**config.mk**
```make
export PLATFORM = sky130hd
export DESIGN_NAME = rf_ecc_regfile
export DESIGN_NICKNAME = d
export VERILOG_FILES = /design/src/rf_ecc_pkg.sv /design/src/rf_ecc_check.sv /design/src/rf_ecc_read_ports.sv /design/src/rf_ecc_regfile.sv /design/src/rf_ecc_storage.sv
export SDC_FILE = /design/constraint.sdc
export NUM_CORES = 2
export LEC_CHECK = 0
export BUFFER_PORTS_ARGS = -buffer_cell sky130_fd_sc_hd__clkbuf_2
export CAP_MARGIN = 20
export CORE_MARGIN = 5
export CORE_UTILIZATION = 50
export DETAILED_ROUTE_END_ITERATION = 8
export PLACE_DENSITY_LB_ADDON = 0.08
export SLEW_MARGIN = 15
export SYNTH_ARGS = -nofsm -noshare
export SYNTH_HDL_FRONTEND = slang
export SYNTH_HIERARCHICAL = 1
export SYNTH_SLANG_ARGS = --single-unit
export TNS_END_PERCENT = 100
```
**constraint.sdc**
```tcl
create_clock -name clk_i -period 8.2 [get_ports clk_i]
set_clock_uncertainty 0.2 [all_clocks]
set_input_delay 0 -clock clk_i [delete_from_list [all_inputs] [get_ports clk_i]]
set_output_delay 0 -clock clk_i [all_outputs]
set_load 0.05 [all_outputs]
```
**src/rf_ecc_pkg.sv**
```systemverilog
package rf_ecc_pkg;

  // Architectural sizes of the register file
  localparam int unsigned NUM_REGS = 32;
  localparam int unsigned ADDR_W   = 5;
  localparam int unsigned DATA_W   = 32;
  localparam int unsigned ECC_W    = 6;

  // Stored entry layout
  // Check bits in [ENTRY_W-1:DATA_W], data in [DATA_W-1:0]
  localparam int unsigned ENTRY_W = ECC_W + DATA_W;

  // Check code column of each data bit
  // All 20 weight-3 columns plus the weight-2 columns except 0x03, 0x0C and 0x30
  // Every column has weight two or more and all columns are distinct,
  // so any 1-bit or 2-bit flip in data or check bits leaves a nonzero syndrome
  // Each check bit covers an even number of data bits, so the all-ones
  // data word encodes like zero data and never to 6'h3F
  localparam logic [ECC_W-1:0] ECC_TABLE [DATA_W] = '{
    // Weight-3 columns, data bits 0 to 19
    6'h07, 6'h0B, 6'h13, 6'h23,
    6'h0D, 6'h15, 6'h25, 6'h19,
    6'h29, 6'h31, 6'h0E, 6'h16,
    6'h26, 6'h1A, 6'h2A, 6'h32,
    6'h1C, 6'h2C, 6'h34, 6'h38,
    // Weight-2 columns, data bits 20 to 31
    6'h05, 6'h09, 6'h11, 6'h21,
    6'h06, 6'h0A, 6'h12, 6'h22,
    6'h14, 6'h24, 6'h18, 6'h28
  };

  // Inversion mask applied to every code
  // Keeps a cleared entry from being all zeros
  localparam logic [ECC_W-1:0] ECC_INVERT = 6'h2A;

  // Check code of a data word
  // Bit j is the parity of the data bits whose column has bit j set
  function automatic logic [ECC_W-1:0] ecc_encode(input logic [DATA_W-1:0] data);
    logic [ECC_W-1:0] code;
    code = '0;
    for (int unsigned i = 0; i < DATA_W; i++) begin
      // Fold in the column of every set data bit
      if (data[i]) begin
        code = code ^ ECC_TABLE[i];
      end
    end
    // Inversion last, so zero data gives 6'h2A
    return code ^ ECC_INVERT;
  endfunction

  // Reset entry
  // Data 0 with its code, which is just the inversion mask
  localparam logic [ENTRY_W-1:0] ENTRY_RESET = {ECC_INVERT, {DATA_W{1'b0}}};

endpackage

```
**src/rf_ecc_check.sv**
```systemverilog
`timescale 1ns/1ps

module rf_ecc_check
  import rf_ecc_pkg::*;
(
  input  logic [ENTRY_W-1:0] entry,
  output logic               fault
);

  // Halves of the stored entry
  logic [DATA_W-1:0] data;
  logic [ECC_W-1:0]  ecc_stored;

  // Code recomputed from the data half
  logic [ECC_W-1:0]  ecc_calc;
  logic [ECC_W-1:0]  syndrome;

  // Individual error flags
  logic              syndrome_err;
  logic              pattern_err;

  // Split the entry
  assign data       = entry[DATA_W-1:0];
  assign ecc_stored = entry[ENTRY_W-1:DATA_W];

  // Re-encode and compare against what was stored
  assign ecc_calc = ecc_encode(data);
  assign syndrome = ecc_calc ^ ecc_stored;

  // Detection only, no correction
  // Any nonzero syndrome means at least one flipped bit
  assign syndrome_err = |syndrome;

  // Stuck entry, data and check bits all zeros or all ones together
  // Catches a cleared or saturated word even if the code would pass
  assign pattern_err = (entry == {ENTRY_W{1'b0}}) || (entry == {ENTRY_W{1'b1}});

  // Either condition is a major fault
  assign fault = syndrome_err | pattern_err;

endmodule

```
**src/rf_ecc_read_ports.sv**
```systemverilog
`timescale 1ns/1ps

module rf_ecc_read_ports
  import rf_ecc_pkg::*;
(
  input  logic               clk_i,
  input  logic               rst_ni,

  // Read addresses
  input  logic [ADDR_W-1:0]  rs1,
  input  logic [ADDR_W-1:0]  rs2,

  // Raw entries from the storage
  input  logic [ENTRY_W-1:0] rs1_entry,
  input  logic [ENTRY_W-1:0] rs2_entry,

  // Read data to the core
  output logic [DATA_W-1:0]  rs1_rdata,
  output logic [DATA_W-1:0]  rs2_rdata,

  // Registered fault pulse
  output logic               alert_major
);

  // Address decode of x0
  logic rs1_is_x0;
  logic rs2_is_x0;

  // Raw fault from each checker
  logic rs1_fault;
  logic rs2_fault;

  // Faults that count, x0 reads masked off
  logic rs1_fault_q;
  logic rs2_fault_q;

  // Next value of alert_major
  logic alert_d;

  assign rs1_is_x0 = (rs1 == '0);
  assign rs2_is_x0 = (rs2 == '0);

  // One checker per read port
  rf_ecc_check u_check_rs1 (
    .entry (rs1_entry),
    .fault (rs1_fault)
  );

  rf_ecc_check u_check_rs2 (
    .entry (rs2_entry),
    .fault (rs2_fault)
  );

  // Data half, x0 always reads as zero
  assign rs1_rdata = rs1_is_x0 ? '0 : rs1_entry[DATA_W-1:0];
  assign rs2_rdata = rs2_is_x0 ? '0 : rs2_entry[DATA_W-1:0];

  // x0 is never checked, whatever its entry holds
  assign rs1_fault_q = rs1_fault & ~rs1_is_x0;
  assign rs2_fault_q = rs2_fault & ~rs2_is_x0;

  assign alert_d = rs1_fault_q | rs2_fault_q;

  // Alert one cycle after the faulty read
  // Follows the read every cycle, so it does not stick
  always_ff @(posedge clk_i) begin
    if (!rst_ni) begin
      alert_major <= 1'b0;
    end else begin
      alert_major <= alert_d;
    end
  end

endmodule

```
**src/rf_ecc_regfile.sv**
```systemverilog
`timescale 1ns/1ps

module rf_ecc_regfile
  import rf_ecc_pkg::*;
(
  input  logic              clk_i,
  input  logic              rst_ni,

  // Write port
  input  logic              gpr_we,
  input  logic [ADDR_W-1:0] gpr_waddr,
  input  logic [DATA_W-1:0] gpr_wdata,

  // Read ports
  input  logic [ADDR_W-1:0] rs1,
  input  logic [ADDR_W-1:0] rs2,
  output logic [DATA_W-1:0] rs1_rdata,
  output logic [DATA_W-1:0] rs2_rdata,

  // Major alert, one cycle after a faulty read
  output logic              alert_major
);

  // Raw entries between storage and read ports
  logic [ENTRY_W-1:0] rs1_entry;
  logic [ENTRY_W-1:0] rs2_entry;

  // Entry array with write encoding
  rf_ecc_storage u_rf_ecc_storage (
    .clk_i     (clk_i),
    .rst_ni    (rst_ni),
    .gpr_we    (gpr_we),
    .gpr_waddr (gpr_waddr),
    .gpr_wdata (gpr_wdata),
    .rs1       (rs1),
    .rs2       (rs2),
    .rs1_entry (rs1_entry),
    .rs2_entry (rs2_entry)
  );

  // Data return and fault detection
  rf_ecc_read_ports u_rf_ecc_read_ports (
    .clk_i       (clk_i),
    .rst_ni      (rst_ni),
    .rs1         (rs1),
    .rs2         (rs2),
    .rs1_entry   (rs1_entry),
    .rs2_entry   (rs2_entry),
    .rs1_rdata   (rs1_rdata),
    .rs2_rdata   (rs2_rdata),
    .alert_major (alert_major)
  );

endmodule

```
**src/rf_ecc_storage.sv**
```systemverilog
`timescale 1ns/1ps

module rf_ecc_storage
  import rf_ecc_pkg::*;
(
  input  logic               clk_i,
  input  logic               rst_ni,

  // Write port
  input  logic               gpr_we,
  input  logic [ADDR_W-1:0]  gpr_waddr,
  input  logic [DATA_W-1:0]  gpr_wdata,

  // Read addresses
  input  logic [ADDR_W-1:0]  rs1,
  input  logic [ADDR_W-1:0]  rs2,

  // Raw selected entries, check bits included
  output logic [ENTRY_W-1:0] rs1_entry,
  output logic [ENTRY_W-1:0] rs2_entry
);

  // Entry array
  // Entry 0 holds ENTRY_RESET for ever once reset has run
  logic [ENTRY_W-1:0] mem [NUM_REGS];

  // Qualified write strobe
  // x0 is hardwired to zero, so writes to it are dropped here
  logic               wr_en;

  // Encoded word to store
  logic [ENTRY_W-1:0] wr_entry;

  assign wr_en    = gpr_we && (gpr_waddr != '0);
  assign wr_entry = {ecc_encode(gpr_wdata), gpr_wdata};

  // Synchronous reset loads every entry with data 0 and code 6'h2A
  // Writes become visible on the cycle after the strobe
  always @(posedge clk_i) begin
    if (!rst_ni) begin
      for (int unsigned i = 0; i < NUM_REGS; i++) begin
        mem[i] <= ENTRY_RESET;
      end
    end else if (wr_en) begin
      mem[gpr_waddr] <= wr_entry;
    end
  end

  // Asynchronous read of both ports
  // No write bypass, a same-cycle read sees the old entry
  assign rs1_entry = mem[rs1];
  assign rs2_entry = mem[rs2];

endmodule

```
### After elaboration in Yosys (flattened, before gate mapping)

Memory sizes are Yosys's and may differ from the RTL's.
Cells that the tools add are included.
Widths: inputs -> output; s select.

* reduce and logical (&&, ||, !) cells: 11
* equality and inequality tests: 2
* bitwise operators: 105
* mux-type cells: 105

Operators with widths (count)
* $mux 6: 42
* $not 3->3: 55
* $mux 5: 31
* $eq 38x38->1 const B: 2
* $logic_not 38->1: 2
* $not 2->2: 36
* $mux 32: 2
* $mux 4: 15
* $mux 38: 1
* $reduce_or 38->1: 1
* $mux 3: 9
* $not 2->3: 5
* $reduce_or 6->1: 2
* $xor 6x6->6: 2
* $logic_not 5->1: 2
* $mux 1: 5
* $reduce_bool 5->1: 1
* $or 1x1->1: 3
* $and 1x1->1: 2
* $logic_or 1x1->1: 2
* $not 1->1: 2
* $logic_and 1x1->1: 1

* output and inout port bits: 65
* bits of input ports: 50
* register bits: 1
* RAM bits: 1216
* logic and storage cells: 225
* memories kept: 1

Memories
* u_rf_ecc_storage.mem: words 32, width 38, read ports 2, clocked after memory_dff 0, wr ports 32, RTL line rf_ecc_storage.sv:25 `logic [ENTRY_W-1:0] mem [NUM_REGS];`

### Depth between registers and ports, before layout

An unclocked memory read counts as a cell.

* word-level depth: 70
* depth in mapped cells: 18

### Modules after synthesis

The synthesis kept the hierarchy.

By module, submodules not included
* rf_ecc_storage: cells each 4384, times used 1, area an instance 65596.7 um2, sequential area each 36515.0 um2
* rf_ecc_check: cells each 95, times used 2, area an instance 799.5 um2, sequential area each 0.0 um2
* rf_ecc_read_ports: cells each 78, times used 1, area an instance 524.3 um2, sequential area each 20.0 um2

### Worst setup path after synthesis

OpenSTA, ideal clock, no wires.

* path type: input to register
* from: in rs1[1]
* to: reg u_rf_ecc_read_ports.alert_major
* data required time: 7.925 ns
* setup slack: 4.836 ns
* path buffers: 3
* arrival time: 3.089 ns
* stages: 14
* cells stage by stage: buf_2 > buf_2 > buf_2 > mux4_2 > mux2_2 > o21ai_0 > a21oi_1 > or4_1 > or4_1 > o22ai_1 > nor3_1 > o211ai_2 > nand2_1 > o22ai_1

* elaborated cells on any way between the ends: 75
* classes of those cells: 1 x eq/ne; 32 x mux; 37 x bitwise; 4 x reduce/logical; 1 x memory

RTL lines
* start: declaration: RTL line rf_ecc_regfile.sv:15 `input logic [ADDR_W-1:0] rs1,`
* $mem_v2 32x38 (*)
* via rs1_entry[21]: RTL line rf_ecc_regfile.sv:25 `logic [ENTRY_W-1:0] rs1_entry;`
* $mux 4: RTL line rf_ecc_pkg.sv:43 `if (data[i]) begin`
* $mux 5: RTL line rf_ecc_pkg.sv:43
* $mux 6: RTL line rf_ecc_pkg.sv:43
* $not 2->2 (no source line)
* $mux 4: RTL line rf_ecc_pkg.sv:43
* $mux 5: RTL line rf_ecc_pkg.sv:43
* (+6 left out)
* $mux 6: RTL line rf_ecc_pkg.sv:43
* $not 3->3 (no source line)
* $xor 6x6->6: RTL line rf_ecc_check.sv:28 `assign syndrome = ecc_calc ^ ecc_stored;`
* $reduce_or 6->1: RTL line rf_ecc_check.sv:32 `assign syndrome_err = |syndrome;`
* $or 1x1->1 (*): RTL line rf_ecc_check.sv:39 `assign fault = syndrome_err | pattern_err;`
* via u_rf_ecc_read_ports.rs1_fault: RTL line rf_ecc_read_ports.sv:30 `logic rs1_fault;`
* $and 1x1->1 (*): RTL line rf_ecc_read_ports.sv:59 `assign rs1_fault_q = rs1_fault & ~rs1_is_x0;`
* $or 1x1->1 (*): RTL line rf_ecc_read_ports.sv:62 `assign alert_d = rs1_fault_q | rs2_fault_q;`
* end signal: assignment: RTL line rf_ecc_read_ports.sv:70 `alert_major <= alert_d;`
* end: declaration: RTL line rf_ecc_read_ports.sv:22 `output logic alert_major`

Mark *: on every way through the listed nets, which the timed path passes. The rest lies on a longest branch.
A chain may end at the register's enable or synchronous reset.

### Final worst setup path

* from: in rs2[3]
* to: out rs2_rdata[25]

* longest elaborated chain between the ends: 2
* elaborated cells on any way between the ends: 3
* classes of those cells: 1 x mux; 1 x reduce/logical; 1 x memory

Ends and longest elaborated chain
* start: declaration: RTL line rf_ecc_regfile.sv:16 `input logic [ADDR_W-1:0] rs2,`
* $mem_v2 32x38
* via rs2_entry[25]: RTL line rf_ecc_regfile.sv:26 `logic [ENTRY_W-1:0] rs2_entry;`
* $mux 32: RTL line rf_ecc_read_ports.sv:56 `assign rs2_rdata = rs2_is_x0 ? '0 : rs2_entry[DATA_W-1:0];`
* end: declaration: RTL line rf_ecc_regfile.sv:18 `output logic [DATA_W-1:0] rs2_rdata,`

The timed path passes the listed nets, and every way through them passes these cells.

==> metrics.txt <==
outcome completed; nets 4650; simple-gate share of the synthesized area 13.3%; Core Area 135000 um^2; Critical Path RT 8000 ps; H-tree levels 4; largest net degree at the start of global routing 134; Seq. cell area 36500 um^2; main combinational cell family by area after synthesis multiplexers; #FFs+latches synth 1217; Compound-Gate Fraction of Synth Area 2.03%; Post-Syn Area per Cell 14.6 um^2; initial antenna violation count 21; DRT iter0 DRCs 6353; Synth Cell Area 67700 um^2; top-area cell type share of the netlist area 53.9%; row cnt 135; Placed Instance Area 70000 um^2; switch share 28.9%; Layout Utilization 55.4%; crit start category input port; initial core utilization 50.2%; setup TNS 0 ps; number of distinct library cells after synthesis 44; Sw Pwr 4.75 mW; I/O pin count 115; gr ovfl total 0; Synthesis Warnings 6; xor and xnor fraction of the mapped netlist area 2.44%; adder-cell area share of the yosys netlist 0.0739%; Int Pwr 11.7 mW; # fillers 10800; DR WL/cell 37.7 um; worst path arrival time 4000 ps; Detailed Routing Iterations Pass 1 5; most common cell after layout, fill and taps aside edfxtp_1; Residual DRC 0; critical path type input port to output pin; Post-DP HPWL 135000 um; CP Max Fanout 60; number of port buffers 114; clk_lat worst skew 790 ps; gpl congestion 0.895; total setup buffers inserted after CTS 0; ratio of cells with drive above 1 in the final layout 27.3%; Hold Slack 126 ps; Final ANT Viol Nets 0; Max Cap Viol 0; worst-margin pin slew 1250 ps; Num CTS Buffers 138; Slew Limit Fails 0; multiplexer share of the synthesized area 25.0%; top cells by area, synth edfxtp_1 54%, mux4_2 20%, and3_1 5.1%; DR vias 44800; Via-to-Cell Ratio 6.91; min-delay worst type input port to flip-flop; Final Cell Area 74700 um^2; CP Capture Type output pin; multi-input logic area 29400 um^2; # setup viols final 0; GR Util All Layers 34.3%; Worst-path clk slew 60 ps; DIE AREA 143000 um^2; register area share after synthesis 54.0%; most frequent cells in the layout 1216 x edfxtp_1, 608 x mux4_2, 546 x and3_1, 449 x and2_1, 201 x nand2_1; Max Root-Sink Buffers 3; Syn Inst Count 4652; final WL 244000 um; Logic pwr share 19.6%; clock group share of total power 35.7%; part of the cycle the worst path needs 51.2%; chip width 378 um; vias in the first global route 45000; first-pass GRT wire length 343000 um; area growth from synthesis to layout 10.3%; Reg power frac 44.7%; Power Density 221 nW/um^2; Clk Tree Root Cell clkbuf_16; Max VDD drop 0.216 mV; Tmin final 4200 ps; CTS tree yes; unrepaired setup endpoints after global routing false; area leader, netlist edfxtp_1; fmax 238 MHz; clk sinks 1217; final hold violation count 0; max_slew headroom 16.9%; die span in y 378 um; Lkg Pwr 27.1 nW
timing repair:
action,4_1_cts,5_1_grt
endpoints found under the hold margin,1023,0
endpoints found under the setup margin,0,0
hold buffers,42,0
resized for setup,0,0
cells by family (layout without fill, tap and decap cells):
logic type,Yosys count,after routing
AND/OR/NAND/NOR,1591,1591
XOR/XNOR,175,175
buffers and inverters,518,533
adder cells (fa/ha/maj),4,4
flip-flops,1217,1217
AO/OA/AOI/OAI,233,233
multiplexers,912,912
other,2,42
synthesized netlist by cell type (all sizes together):
cell / instances
edfxtp: 1216
o21ai: 76
a21oi: 76
o211ai: 2
ha: 4
mux4: 608
clkbuf: 340
mux2: 152
conb: 2
nor4: 15
o22ai: 3
or3: 3
or4: 9
nor3: 15
a211oi: 76
mux2i: 152
nor2b: 67
and3: 548
nand2b: 7
and2b: 1
nor4b: 2
xnor2: 149
and4: 2
xor2: 20
and2: 450
nand4: 20
inv: 5
buf: 173
xnor3: 6
nand3: 16
nor2: 204
nand2: 232
dfxtp: 1
metrics by stage:
| stage | total power, mW | std cells | setup WS, ps |
|---|---|---|---|
| finish | 16.5 | 6488 | 4000 |
| global route | 16.9 | 6485 | 3870 |
| CTS | 16.5 | 6480 | 4230 |
| detailed placement | 10.6 | 6191 | 3470 |
| global placement | 10.6 | 6190 | 3510 |
| floorplan | 9.59 | 4688 | 4840 |
worst max-delay path, stage by stage:
cell and delay (ps):
buf_8 470, buf_4 740, buf_4 390, mux4_2 260, mux2i_1 90, nor2_1 170, a211oi_1 80, a21oi_1 540
nor2b_1 680, clkbuf_2 410
cell type report:
type                       instances  share of cell area (%)
sequential                      1217                    48.9
multi-input combinational       2953                    39.4
clock buffer                     189                    5.08
timing repair buffer             281                    3.07
tap                             1781                    2.98
clock inverter                    58                   0.521
inverter                           5                  0.0251
antenna                            4                  0.0134
layer usage:
metal  part of all wire, %  routed length (um)  track usage, %
met1                    39               95300            48.4
met2                    45              110000            52.1
met3                    11               27900            7.43
met4                   4.5               10900            14.2
met5                 0.011                  27               0
sequential cells by signal, indices dropped and copies added, names as in the netlist:
name	count
u_rf_ecc_read_ports/alert_major	1
u_rf_ecc_storage/mem	1216
final timing paths:
check	from	end	slack, ps	cells past startpoint
setup reg to reg	u_rf_ecc_storage/mem[9][0]	u_rf_ecc_read_ports/alert_major	4180	15
setup / recovery	rs2[3]	rs2_rdata[25]	4000	10
hold / removal	rs1[4]	u_rf_ecc_read_ports/alert_major	130	4
hold reg to reg	u_rf_ecc_storage/mem[28][13]	u_rf_ecc_read_ports/alert_major	1580	12
power by group through the flow:
stage	Clock, mW	Combinational, mW	Sequential [mW]
after floorplan	0	2.17	7.42
after global placement	0	3.15	7.46
after detailed placement	0	3.15	7.49
after CTS	5.94	3.17	7.36
after global routing	6.19	3.35	7.40
final	5.88	3.23	7.36
(Power assumes the default switching activity.)
